`src/include/bru_settings.svh`:
```
// ----------------------------------------------------------------------
// branch resolution unit settings
// widths and op codes shared by the design and the testbench
// ----------------------------------------------------------------------
`ifndef BRU_SETTINGS_SVH
`define BRU_SETTINGS_SVH

`define BRU_XLEN       32   // data and pc width
`define BRU_PR_BITS    7    // physical register index
`define BRU_ROB_BITS   7    // rob index
`define BRU_IMM20_BITS 20   // packed immediate

// op codes, jumps then lui/auipc then branches
`define BRU_OP_JALR   4'd0
`define BRU_OP_CJALR  4'd1
`define BRU_OP_JAL    4'd2
`define BRU_OP_CJAL   4'd3
`define BRU_OP_CJ     4'd4
`define BRU_OP_CJR    4'd5
`define BRU_OP_LUI    4'd6
`define BRU_OP_AUIPC  4'd7
`define BRU_OP_BEQ    4'd8
`define BRU_OP_BNE    4'd9
`define BRU_OP_CBEQZ  4'd10
`define BRU_OP_CBNEZ  4'd11
`define BRU_OP_BLT    4'd12
`define BRU_OP_BGE    4'd13
`define BRU_OP_BLTU   4'd14
`define BRU_OP_BGEU   4'd15

`endif

```
`src/design/bru_pkg.sv`:
```
// ----------------------------------------------------------------------
// branch resolution unit types
// plain vector typedefs used across the pipeline and testbench
// ----------------------------------------------------------------------
`include "bru_settings.svh"

package bru_pkg;

    // ------------------------------------------------------------------
    // data path

    typedef logic [`BRU_XLEN-1:0] bru_word_t;         // data or pc value

    typedef logic [`BRU_IMM20_BITS-1:0] bru_imm20_t;  // packed immediate

    // ------------------------------------------------------------------
    // control and bookkeeping

    // op code, values in the settings header
    typedef logic [3:0] bru_op_t;

    typedef logic [`BRU_PR_BITS-1:0] bru_pr_t;        // dest phys reg

    typedef logic [`BRU_ROB_BITS-1:0] bru_rob_t;      // rob entry

endpackage

```
`src/design/bru_operand_collect.sv`:
```
// ----------------------------------------------------------------------
// branch resolution operand collection stage
// holds one issued op until both operands are in, expands imm20
// ----------------------------------------------------------------------
`include "bru_settings.svh"

module bru_operand_collect import bru_pkg::*; (
    input  logic       CLK,
    input  logic       nRST,
    // issue from the iq
    input  logic       issue_valid,
    input  bru_op_t    issue_op,
    input  bru_word_t  issue_pc,
    input  bru_word_t  issue_pred_pc,
    input  bru_imm20_t issue_imm20,
    input  logic       issue_a_zero,
    input  logic       issue_a_forward,
    input  logic       issue_b_zero,
    input  logic       issue_b_forward,
    input  bru_pr_t    issue_dest_pr,
    input  bru_rob_t   issue_rob_index,
    output logic       issue_ready,
    // operand arrival
    input  logic       a_read_ack,
    input  bru_word_t  a_read_data,
    input  logic       b_read_ack,
    input  bru_word_t  b_read_data,
    input  bru_word_t  a_forward_data,
    input  bru_word_t  b_forward_data,
    // to execute
    input  logic       ex_stall,
    output logic       collect_launch,
    output bru_op_t    col_op,
    output bru_word_t  col_pc,
    output bru_word_t  col_pred_pc,
    output bru_word_t  col_imm32,
    output bru_word_t  col_a,
    output bru_word_t  col_b,
    output bru_pr_t    col_dest_pr,
    output bru_rob_t   col_rob_index
);

    // ------------------------------------------------------------------
    // held op

    logic       hold_valid;
    logic       a_zero, a_fwd, a_saved;
    logic       b_zero, b_fwd, b_saved;
    bru_word_t  a_saved_data, b_saved_data;
    bru_imm20_t hold_imm20;
    logic       a_present, b_present;
    logic       launch_ok;

    always_ff @(posedge CLK or negedge nRST) begin
        if (!nRST) begin
            hold_valid <= 1'b0;
            a_zero     <= 1'b0;
            a_fwd      <= 1'b0;
            a_saved    <= 1'b0;
            b_zero     <= 1'b0;
            b_fwd      <= 1'b0;
            b_saved    <= 1'b0;
        end else if (issue_ready) begin
            hold_valid <= issue_valid;       // take a new op, or go empty
            a_zero     <= issue_a_zero;
            a_fwd      <= issue_a_forward;
            a_saved    <= 1'b0;
            b_zero     <= issue_b_zero;
            b_fwd      <= issue_b_forward;
            b_saved    <= 1'b0;
        end else begin
            // waiting, so latch whatever showed up this cycle
            a_saved <= a_saved | a_fwd | a_read_ack;
            b_saved <= b_saved | b_fwd | b_read_ack;
            a_fwd   <= 1'b0;                 // forward only good for one cycle
            b_fwd   <= 1'b0;
        end
    end

    always_ff @(posedge CLK) begin
        if (issue_ready) begin
            col_op        <= issue_op;
            col_pc        <= issue_pc;
            col_pred_pc   <= issue_pred_pc;
            hold_imm20    <= issue_imm20;
            col_dest_pr   <= issue_dest_pr;
            col_rob_index <= issue_rob_index;
        end else begin
            a_saved_data <= col_a;
            b_saved_data <= col_b;
        end
    end

    // ------------------------------------------------------------------
    // operand select and launch

    assign a_present = a_zero | a_saved | a_fwd | a_read_ack;
    assign b_present = b_zero | b_saved | b_fwd | b_read_ack;

    assign launch_ok      = a_present & b_present & ~ex_stall;
    assign issue_ready    = ~hold_valid | launch_ok;
    assign collect_launch = hold_valid & launch_ok;

    always_comb begin
        if (a_zero)       col_a = '0;
        else if (a_saved) col_a = a_saved_data;
        else if (a_fwd)   col_a = a_forward_data;
        else              col_a = a_read_data;

        if (b_zero)       col_b = '0;
        else if (b_saved) col_b = b_saved_data;
        else if (b_fwd)   col_b = b_forward_data;
        else              col_b = b_read_data;
    end

    // imm20 -> imm32, sign always in imm20[11]
    always_comb begin
        if (col_op == `BRU_OP_LUI || col_op == `BRU_OP_AUIPC) begin
            col_imm32 = {hold_imm20[11], hold_imm20[10:0], hold_imm20[19:12], 12'h0};
        end else if (col_op == `BRU_OP_JALR) begin
            col_imm32 = {{21{hold_imm20[11]}}, hold_imm20[10:0]};
        end else if (col_op[3]) begin     // conditional branches
            col_imm32 = {{20{hold_imm20[11]}}, hold_imm20[0], hold_imm20[10:1], 1'b0};
        end else begin                     // j-type jumps
            col_imm32 = {{12{hold_imm20[11]}}, hold_imm20[19:12], hold_imm20[0],
                         hold_imm20[10:1], 1'b0};
        end
    end

endmodule

```
`src/design/bru_execute.sv`:
```
// ----------------------------------------------------------------------
// branch resolution execute stage
// stage register plus target, taken, start pc and link data per op
// ----------------------------------------------------------------------
`include "bru_settings.svh"

module bru_execute import bru_pkg::*; (
    input  logic      CLK,
    input  logic      nRST,
    // from collect
    input  logic      collect_launch,
    input  bru_op_t   col_op,
    input  bru_word_t col_pc,
    input  bru_word_t col_pred_pc,
    input  bru_word_t col_imm32,
    input  bru_word_t col_a,
    input  bru_word_t col_b,
    input  bru_pr_t   col_dest_pr,
    input  bru_rob_t  col_rob_index,
    output logic      ex_stall,
    // to writeback
    input  logic      wb_stall,
    output logic      ex_valid,
    output bru_op_t   ex_op,
    output logic      ex_is_taken,
    output bru_word_t ex_start_pc,
    output bru_word_t ex_target_pc,
    output bru_word_t ex_pred_pc,
    output bru_word_t ex_write_data,
    output bru_pr_t   ex_dest_pr,
    output bru_rob_t  ex_rob_index
);

    bru_word_t pc, imm32, a, b;

    bru_word_t pc_plus_imm, pc_plus_2, pc_plus_4, a_plus_imm;
    logic      low_lt;      // compare of bits 30:0 only
    logic      a_eq_b, a_eq_zero, a_lts_b, a_ltu_b;
    logic      cond;        // branch condition for the held op

    assign ex_stall = ex_valid & wb_stall;

    // ------------------------------------------------------------------
    // stage register

    always_ff @(posedge CLK or negedge nRST) begin
        if (!nRST) begin
            ex_valid <= 1'b0;
        end else if (!ex_stall) begin
            ex_valid <= collect_launch;
        end
    end

    always_ff @(posedge CLK) begin
        if (!ex_stall) begin
            ex_op        <= col_op;
            pc           <= col_pc;
            ex_pred_pc   <= col_pred_pc;
            imm32        <= col_imm32;
            a            <= col_a;
            b            <= col_b;
            ex_dest_pr   <= col_dest_pr;
            ex_rob_index <= col_rob_index;
        end
    end

    // ------------------------------------------------------------------
    // adders and compares

    assign pc_plus_imm = pc + imm32;
    assign pc_plus_2   = pc + 32'd2;
    assign pc_plus_4   = pc + 32'd4;
    assign a_plus_imm  = a + imm32;

    assign low_lt    = a[30:0] < b[30:0];
    assign a_eq_b    = (a == b);
    assign a_eq_zero = (a == '0);
    // sign bits decide when they differ, low bits otherwise
    assign a_lts_b = (a[31] & ~b[31]) | (low_lt & (a[31] == b[31]));
    assign a_ltu_b = (~a[31] & b[31]) | (low_lt & (a[31] == b[31]));

    always_comb begin
        case (ex_op)
            `BRU_OP_BEQ:   cond = a_eq_b;
            `BRU_OP_BNE:   cond = ~a_eq_b;
            `BRU_OP_CBEQZ: cond = a_eq_zero;
            `BRU_OP_CBNEZ: cond = ~a_eq_zero;
            `BRU_OP_BLT:   cond = a_lts_b;
            `BRU_OP_BGE:   cond = ~a_lts_b;
            `BRU_OP_BLTU:  cond = a_ltu_b;
            `BRU_OP_BGEU:  cond = ~a_ltu_b;
            default:       cond = 1'b1;      // jumps always go
        endcase
    end

    // ------------------------------------------------------------------
    // per-op resolution

    always_comb begin
        ex_target_pc  = pc_plus_imm;
        ex_is_taken   = 1'b1;
        ex_start_pc   = pc_plus_2;
        ex_write_data = pc_plus_4;

        case (ex_op)
            `BRU_OP_JALR: begin
                ex_target_pc = a_plus_imm;
            end
            `BRU_OP_CJALR: begin
                ex_target_pc  = a;
                ex_start_pc   = pc;
                ex_write_data = pc_plus_2;
            end
            `BRU_OP_CJAL: begin
                ex_start_pc   = pc;
                ex_write_data = pc_plus_2;
            end
            `BRU_OP_CJ: begin
                ex_start_pc = pc;
            end
            `BRU_OP_CJR: begin
                ex_target_pc = a;
                ex_start_pc  = pc;
            end
            `BRU_OP_LUI: begin
                ex_is_taken   = 1'b0;
                ex_write_data = imm32;
            end
            `BRU_OP_AUIPC: begin
                ex_is_taken   = 1'b0;
                ex_write_data = pc_plus_imm;
            end
            default: begin
                // jal keeps the defaults, branches follow cond
                if (ex_op[3]) begin
                    ex_is_taken  = cond;
                    ex_target_pc = cond ? pc_plus_imm : pc_plus_4;
                    if (ex_op == `BRU_OP_CBEQZ || ex_op == `BRU_OP_CBNEZ) begin
                        ex_start_pc = pc;
                    end
                end
            end
        endcase
    end

endmodule

```
`src/design/bru_writeback.sv`:
```
// ----------------------------------------------------------------------
// branch resolution writeback stage
// drives reg writeback and branch notification, source of the stall
// ----------------------------------------------------------------------
`include "bru_settings.svh"

module bru_writeback import bru_pkg::*; (
    input  logic      CLK,
    input  logic      nRST,
    // from execute
    input  logic      ex_valid,
    input  bru_op_t   ex_op,
    input  logic      ex_is_taken,
    input  bru_word_t ex_start_pc,
    input  bru_word_t ex_target_pc,
    input  bru_word_t ex_pred_pc,
    input  bru_word_t ex_write_data,
    input  bru_pr_t   ex_dest_pr,
    input  bru_rob_t  ex_rob_index,
    output logic      wb_stall,
    // register writeback
    output logic      wb_valid,
    output bru_word_t wb_data,
    output bru_pr_t   wb_pr,
    output bru_rob_t  wb_rob_index,
    input  logic      wb_ready,
    // branch notification
    output logic      branch_notif_valid,
    output bru_rob_t  branch_notif_rob_index,
    output logic      branch_notif_is_mispredict,
    output logic      branch_notif_is_taken,
    output bru_word_t branch_notif_start_pc,
    output bru_word_t branch_notif_target_pc,
    input  logic      branch_notif_ready
);

    logic      stage_valid;
    bru_op_t   stage_op;
    bru_word_t stage_pred_pc;
    logic      need_wb, need_notif;

    always_ff @(posedge CLK or negedge nRST) begin
        if (!nRST) begin
            stage_valid <= 1'b0;
        end else if (!wb_stall) begin
            stage_valid <= ex_valid;
        end
    end

    always_ff @(posedge CLK) begin
        if (!wb_stall) begin
            stage_op               <= ex_op;
            branch_notif_is_taken  <= ex_is_taken;
            branch_notif_start_pc  <= ex_start_pc;
            branch_notif_target_pc <= ex_target_pc;
            stage_pred_pc          <= ex_pred_pc;
            wb_data                <= ex_write_data;
            wb_pr                  <= ex_dest_pr;
            wb_rob_index           <= ex_rob_index;
        end
    end

    // links and lui/auipc write a reg, everything but lui/auipc notifies
    assign need_wb    = stage_valid & (stage_op <= `BRU_OP_CJAL || stage_op == `BRU_OP_LUI ||
                                       stage_op == `BRU_OP_AUIPC);
    assign need_notif = stage_valid & (stage_op != `BRU_OP_LUI && stage_op != `BRU_OP_AUIPC);

    // hold until every needed consumer can take it
    assign wb_stall = (need_wb & ~wb_ready) | (need_notif & ~branch_notif_ready);

    assign wb_valid           = need_wb & ~wb_stall;
    assign branch_notif_valid = need_notif & ~wb_stall;

    assign branch_notif_rob_index     = wb_rob_index;
    assign branch_notif_is_mispredict = (branch_notif_target_pc != stage_pred_pc);

endmodule

```
`src/design/bru_pipeline.sv`:
```
// ----------------------------------------------------------------------
// branch resolution unit pipeline
// operand collect, execute and writeback stages chained in order
// ----------------------------------------------------------------------
module bru_pipeline import bru_pkg::*; (
    input  logic       CLK,
    input  logic       nRST,
    // issue
    input  logic       issue_valid,
    input  bru_op_t    issue_op,
    input  bru_word_t  issue_pc,
    input  bru_word_t  issue_pred_pc,
    input  bru_imm20_t issue_imm20,
    input  logic       issue_a_zero,
    input  logic       issue_a_forward,
    input  logic       issue_b_zero,
    input  logic       issue_b_forward,
    input  bru_pr_t    issue_dest_pr,
    input  bru_rob_t   issue_rob_index,
    output logic       issue_ready,
    // operand arrival
    input  logic       a_read_ack,
    input  bru_word_t  a_read_data,
    input  logic       b_read_ack,
    input  bru_word_t  b_read_data,
    input  bru_word_t  a_forward_data,
    input  bru_word_t  b_forward_data,
    // writeback
    output logic       wb_valid,
    output bru_word_t  wb_data,
    output bru_pr_t    wb_pr,
    output bru_rob_t   wb_rob_index,
    input  logic       wb_ready,
    // branch notification
    output logic       branch_notif_valid,
    output bru_rob_t   branch_notif_rob_index,
    output logic       branch_notif_is_mispredict,
    output logic       branch_notif_is_taken,
    output bru_word_t  branch_notif_start_pc,
    output bru_word_t  branch_notif_target_pc,
    input  logic       branch_notif_ready
);

    // collect -> execute
    logic      collect_launch, ex_stall;
    bru_op_t   col_op;
    bru_word_t col_pc, col_pred_pc, col_imm32, col_a, col_b;
    bru_pr_t   col_dest_pr;
    bru_rob_t  col_rob_index;

    // execute -> writeback
    logic      ex_valid, ex_is_taken, wb_stall;
    bru_op_t   ex_op;
    bru_word_t ex_start_pc, ex_target_pc, ex_pred_pc, ex_write_data;
    bru_pr_t   ex_dest_pr;
    bru_rob_t  ex_rob_index;

    bru_operand_collect u_collect (.*);

    bru_execute u_execute (.*);

    bru_writeback u_writeback (.*);

endmodule

```
`config.mk`:
```
export PLATFORM = sky130hd
export DESIGN_NAME = bru_pipeline
export DESIGN_NICKNAME = d
export VERILOG_FILES = /design/src/design/bru_pkg.sv /design/src/design/bru_operand_collect.sv /design/src/design/bru_execute.sv /design/src/design/bru_writeback.sv /design/src/design/bru_pipeline.sv
export VERILOG_INCLUDE_DIRS = /design/src /design/src/include
export SDC_FILE = /design/constraint.sdc
export NUM_CORES = 1
export LEC_CHECK = 0
export ABC_AREA = 1
export ABC_CLOCK_PERIOD_IN_PS = 21000
export BUFFER_PORTS_ARGS = -buffer_cell sky130_fd_sc_hd__buf_4
export CAP_MARGIN = 10
export CORE_MARGIN = 1.5
export CORE_UTILIZATION = 25
export CTS_CLUSTER_SIZE = 8
export DETAILED_ROUTE_END_ITERATION = 10
export GPL_TIMING_DRIVEN = 0
export SETUP_SLACK_MARGIN = 0.2
export SLEW_MARGIN = 10
export SYNTH_ARGS = -nofsm -noshare
export SYNTH_HDL_FRONTEND = slang
export SYNTH_SLANG_ARGS = --single-unit
```
`constraint.sdc`:
```
create_clock -name CLK -period 21 [get_ports CLK]
set_input_delay 3.15 -clock CLK [delete_from_list [all_inputs] [get_ports CLK]]
set_output_delay 3.15 -clock CLK [all_outputs]
set_load 0.02 [all_outputs]
```
==> results of run 1 <==
per-stage QoR:
step           area, um^2  TNS [ps]  utilization (%)
3_5_place_dp        30800         0             29.7
6_report            32800         0             31.6
4_1_cts             32800         0             31.6
2_1_floorplan       26200         0                -
3_3_place_gp        30700   -117010             29.5
5_1_grt             32800         0             31.6
kinds of logic after synthesis:
kind of cell | count (synthesis) | share of synthesized area [%]
AO/OA/AOI/OAI | 399 | 9.18
flip-flops | 499 | 57.0
AND/OR/NAND/NOR | 1163 | 19.5
adder cells (fa/ha/maj) | 99 | 4.78
XOR/XNOR | 97 | 3.24
buffers and inverters | 408 | 6.28
metal layers:
layer  GRT usage (%)  up-vias  wire (um)
li1                -     9989          -
met1            21.6    10000      39200
met4            7.40        6       3570
met2            29.6      690      46200
met3            2.91      182       5870
met5               0        -         42
worst max-delay path, cell delays in order:
cell	delay, ps
buf_4	70
nand3b_1	90
nand2_1	150
inv_8	310
nor2_1	180
inv_8	450
nand3_1	230
nand2_4	420
buf_16	310
buf_4	210
cells in the mapped netlist, types with 3 or more instances:
master       n  area (um^2)
dfrtp_1      9          225
o2111ai_1   15          131
nand3_2     19          190
o22ai_1      9         56.3
ha_1        97         1210
clkbuf_1    53          199
a21oi_1    106          531
inv_2        9         33.8
edfxtp_1   490        14700
xnor2_1     42          368
clkinv_1     4         15.0
buf_4       10         75.1
a211oi_1     6         45.0
nor2_1     219          822
nor4_1       8         50.1
nor3_1      24          120
nand2_1    627         2350
buf_2        5         25.0
a221oi_1    10         87.6
nor3_2       4         40.0
nand4_1     35          219
a21boi_0     4         30.0
nor2_4       3         33.8
nor2_2      11         68.8
buf_1        7         26.3
a21o_1       7         52.6
o21ai_0    127          636
nand2_2     27          169
o211ai_1    66          495
or2_2       19          119
o21a_1       6         45.0
o21bai_1    21          158
o21ai_1     12         60.1
nand3_1    149          746
a31oi_1      4         25.0
xor2_1      55          482
inv_1      312         1170
layout make-up:
| class | instances | area (um^2) | share of cell area (%) |
|---|---|---|---|
| inverter | 325 | 1240 | 3.77 |
| multi-input combinational | 1758 | 9630 | 29.4 |
| buffer | 83 | 427 | 1.30 |
| timing repair buffer | 367 | 2850 | 8.68 |
| tap | 1380 | 1730 | 5.26 |
| clock inverter | 9 | 95.1 | 0.290 |
| sequential | 499 | 14900 | 45.6 |
| clock buffer | 85 | 1890 | 5.77 |
layout by cell type (no fill, tap or decap), types with 7 or more instances in the layout:
cell type	count
nor3_1	24
nor2_1	219
inv_1	309
o21ai_0	127
xor2_1	55
edfxtp_1	490
clkbuf_1	64
nand2_1	626
a21oi_1	106
clkbuf_16	74
o21bai_1	21
or2_2	19
dfrtp_1	9
nand2_2	27
o21ai_1	12
o2111ai_1	15
xnor2_1	42
nand3_1	149
inv_2	9
o22ai_1	9
buf_1	7
o211ai_1	66
ha_1	97
nor2_2	11
nor4_1	8
nand4_1	35
nand3_2	19
buf_4	372
a21o_1	7
a221oi_1	10
path summary, 6_finish.rpt:
path,to,slack [ps]
worst max-delay path,issue_ready,12120
worst min-delay path,u_writeback.stage_pred_pc[21]$_DFFE_PN_,410
worst max register to register,u_writeback.branch_notif_target_pc[17]$_DFFE_PN_,17300
worst min register to register,u_writeback.stage_pred_pc[21]$_DFFE_PN_,410
max in group asynchronous,u_collect.b_saved$_DFF_PN0_,18510
min in group asynchronous,u_collect.a_saved$_DFF_PN0_,2350
==> out/results.ini, run 1 <==
[logic_synthesis]
ys_dominant_reg_cell = edfxtp_1
netlist_instances = 2665
synth_cell_type_count = 62
mappedNetlistArea_um2 = 26200
ys_async_sr_fraction_pct = 1.80
synth.net_count = 3005
ys_seq_elements = 499
synth_edf_count = 490
synth-seq-area-share_pct = 57.0
yosysWarningCount = 0
avgSynthCellArea_um2 = 9.83

[worst_setup_path]
critPathArrivalTime_ps = 5730
path_class = in -> out
setup.worst_path.end_class = output pin
reg2reg_from = u_execute.pc[12]$_DFFE_PN_
cp_max_fo = 82
ff2ff_path_depth = 11
cp-start-kind = primary input
worstPathRequired_ps = 17850
crit_start = branch_notif_ready

[clock_network]
cts_sinks = 499
cts_buffers = 73
clk_pin_slew_ps = 50
cts-htree-levels = 3
cts-root-buf = clkbuf_16
clk_latency_ps = 620
cts_setup_buffers = 0
cts_buffer_depth = 3
ctsHoldBuffers = 0
cts_tree = yes
cts_resized = 0

[timing]
relSlewSlack_pct = 26.4
finClkSkew_ps = 24.2
finalCriticalPeriod_ps = 8880
holdWs_ps = 409
max_freq_mhz = 113
setup_violations = 0
grt_setup_unrepaired = no
hold_viol = 0
finalCritPeriodShare_pct = 42.3
slew_violations = 0
fin_ws_ps = 12120
tightest_slew_ps = 1100

[die]
ios = 363
rows = 118
die_w_um = 327
start_util_pct = 25.3
chipHeight_um = 327
dieArea_um2 = 107000
coreArea_um2 = 104000

[global_route]
grt_pass1_wl_mm = 135
grt_max_degree = 104
grt_usage_pct = 17.4
antenna_found_initial = 6
grt_pass1_vias = 20600
overflow = 0

[cells_and_area]
drive_gt1_share_pct = 18.4
antenna_cells = 0
fillers = 10700
instances_no_fill = 4506
syn_to_final_growth_pct = 25.1
nNetsFinal = 3447

[placed_design]
gp_congestion = 1.00
pre_cts_slack_ps = 11970
dp.cells = 4412
io_buffers = 362
dp_hpwl_mm = 75.3

[detailed_routing]
wirelength_mm = 94.9
drt_iter0_markers = 1738
ant_nets = 0
route.detailed.drc = 0
drt_pass1_iterations = 5
via_count = 20900
routed_via_density = 4.64
wl_per_cell_um = 21.1

[hold_path]
hold_class = reg -> reg
min_from = u_execute.ex_pred_pc[21]$_DFFE_PN_
hold_path_depth = 0

[job]
max-cap-violations = 0

[outcome]
status = complete, no violations

Power of run 1 is not shown: default switching activity piles up to over one toggle a cycle in this logic, so the estimate is an artifact.
==> inputs of run 2 (changes only) <==
--- a/config.mk
+++ b/config.mk
@@ -7,7 +7,7 @@
 export NUM_CORES = 1
 export LEC_CHECK = 0
 export ABC_AREA = 1
-export ABC_CLOCK_PERIOD_IN_PS = 21000
+export ABC_CLOCK_PERIOD_IN_PS = 7700
 export BUFFER_PORTS_ARGS = -buffer_cell sky130_fd_sc_hd__buf_4
 export CAP_MARGIN = 10
 export CORE_MARGIN = 1.5
==> constraint.sdc (replaced) <==
create_clock -name CLK -period 7.7 [get_ports CLK]
set_input_delay 1.155 -clock CLK [delete_from_list [all_inputs] [get_ports CLK]]
set_output_delay 1.155 -clock CLK [all_outputs]
set_load 0.02 [all_outputs]
==> run 2 against run 1 <==
- worst setup slack worse by 11000 ps
- count of clock-buffer cells in the layout grew 4
- via count decreased by 0.60%
- die area is the same
- cell count is 0.24% higher
- global-route usage up 0.18 points
- register-to-register slack worse by 15000 ps
- clock skew is 1.3 ps higher
- sequential cell count is the same
- utilization increased by 0.094 points
- routed wire length up 0.90%
- first-iteration DRC count up 5.9%
- critical endpoint unchanged
- largest cell class unchanged
- highest routed layer unchanged
==> out/results.ini, run 2 (same netlist as run 1, synthesis figures left out) <==
[cells_and_area]
mostFrequentLayoutCells = nand2_1 (625), edfxtp_1 (490), buf_4 (372)
nNetsFinal = 3452
fillers = 10800
syn_to_final_growth_pct = 25.5
drive_gt1_share_pct = 18.5
mostFrequentLayoutCell = nand2_1

[worst_setup_path]
setup.worst_path.end_class = output pin
critPathMaxStageDelay_ps = 540
crit_start = u_writeback.stage_valid$_DFFE_PN0N_
cp_max_fo = 110
cp-start-kind = flop
cp_cell_sequence = o211ai_1, or2_4, nand2_4, clkinvlp_4, buf_12, nor2_1, clkinvlp_4, buf_12, buf_12, nand3_1, nand2_8, buf_4
r2r_end = u_collect.b_saved_data[8]$_DFFE_PP_
r2r_slack_ps = 2070
critPathArrivalTime_ps = 5270
cpMostUsedCell = buf_12
slowest_stage = clkinvlp_4
ff2ff_path_depth = 13
path_class = reg -> out
reg2reg_from = u_writeback.stage_valid$_DFFE_PN0N_
worstPathRequired_ps = 6550

[die]
die_w_um = 327
dieArea_um2 = 107000
rows = 118
start_util_pct = 25.3
coreArea_um2 = 104000
chipHeight_um = 327
ios = 363

[detailed_routing]
drt_pass1_iterations = 6
via_count = 20800
ant_nets = 0
wirelength_mm = 95.7
drt_iter0_markers = 1840
routed_via_density = 4.60
route.detailed.drc = 0
wl_per_cell_um = 21.2

[placed_design]
dp_hpwl_mm = 76.4
gp_congestion = 1.01
io_buffers = 362

[clock_network]
cts-root-buf = clkbuf_16
cts_buffers = 73
cts_resized = 0
cts_tree = yes
cts_sinks = 499
cts-htree-levels = 3
cts_setup_buffers = 0
ctsHoldBuffers = 0
clk_pin_slew_ps = 50
clk_latency_ps = 630
cts_buffer_depth = 3

[timing]
slew_violations = 0
finClkSkew_ps = 25.4
tightest_slew_ps = 1040
holdWs_ps = 362
grt_setup_unrepaired = no
max_freq_mhz = 156
setup_violations = 0
finalCritPeriodShare_pct = 83.4
hold_viol = 0
finalCriticalPeriod_ps = 6420
relSlewSlack_pct = 30.5

[global_route]
antenna_found_initial = 6
grt_pass1_vias = 20400
overflow = 0
grt_usage_pct = 17.6
grt_pass1_wl_mm = 136
grt_max_degree = 111

[job]
max-cap-violations = 0

[outcome]
status = complete, no violations

[hold_path]
hold_class = in -> async

[run 2: critical path: cells and delay by family (launching register included)]
kind / cells / cell delay [ps]
buffers and inverters: 6 / 2430
and+or+nand+nor: 5 / 1350
DFF: 1 / 450
AOI/OAI and AO/OA: 1 / 240
[run 2: layer usage]
layer  part of all wire, %  wire [um]  track usage (%)
met5                 0.053         51                0
met4                   3.1       3000             6.06
met1                    41      39700             22.1
met3                   6.4       6170             3.21
met2                    49      46800             30.1
[run 2: worst max path at each step]
| stage | endpoint | slack, ps | cells after the start |
|---|---|---|---|
| after floorplan | u_collect.a_saved_data[0]$_DFFE_PP_ | -1140 | 8 |
| after global placement | u_collect.a_saved_data[5]$_DFFE_PP_ | -5130 | 9 |
| after detailed placement | issue_ready | 1260 | 12 |
| after CTS | issue_ready | 1050 | 12 |
| after global routing | issue_ready | 750 | 12 |
| final | issue_ready | 1280 | 12 |
[run 2: final cells by class]
cell class                 count  area (um^2)  area share (%)
buffer                        83          427            1.30
sequential                   499        14900            45.4
clock inverter                 9         90.1           0.274
antenna                        2         5.00          0.0152
timing repair buffer         372         2920            8.87
inverter                     325         1230            3.74
clock buffer                  89         1910            5.80
multi-input combinational   1758         9650            29.3
tap                         1380         1730            5.25
[run 2: stage by stage]
stage | setup slack [ps] | instances | TNS [ps] | util (%) | cell area [um^2]
global placement | -5130 | 4407 | -1213760 | 29.6 | 30700
global route | 750 | 4516 | 0 | 31.7 | 32900
floorplan | -1140 | 2665 | -104520 | - | 26200
detailed placement | 1260 | 4417 | 0 | 29.8 | 30900
finish | 1280 | 4517 | 0 | 31.7 | 32900
CTS | 1050 | 4515 | 0 | 31.7 | 32900
Power of run 2 is left out for the same reason.
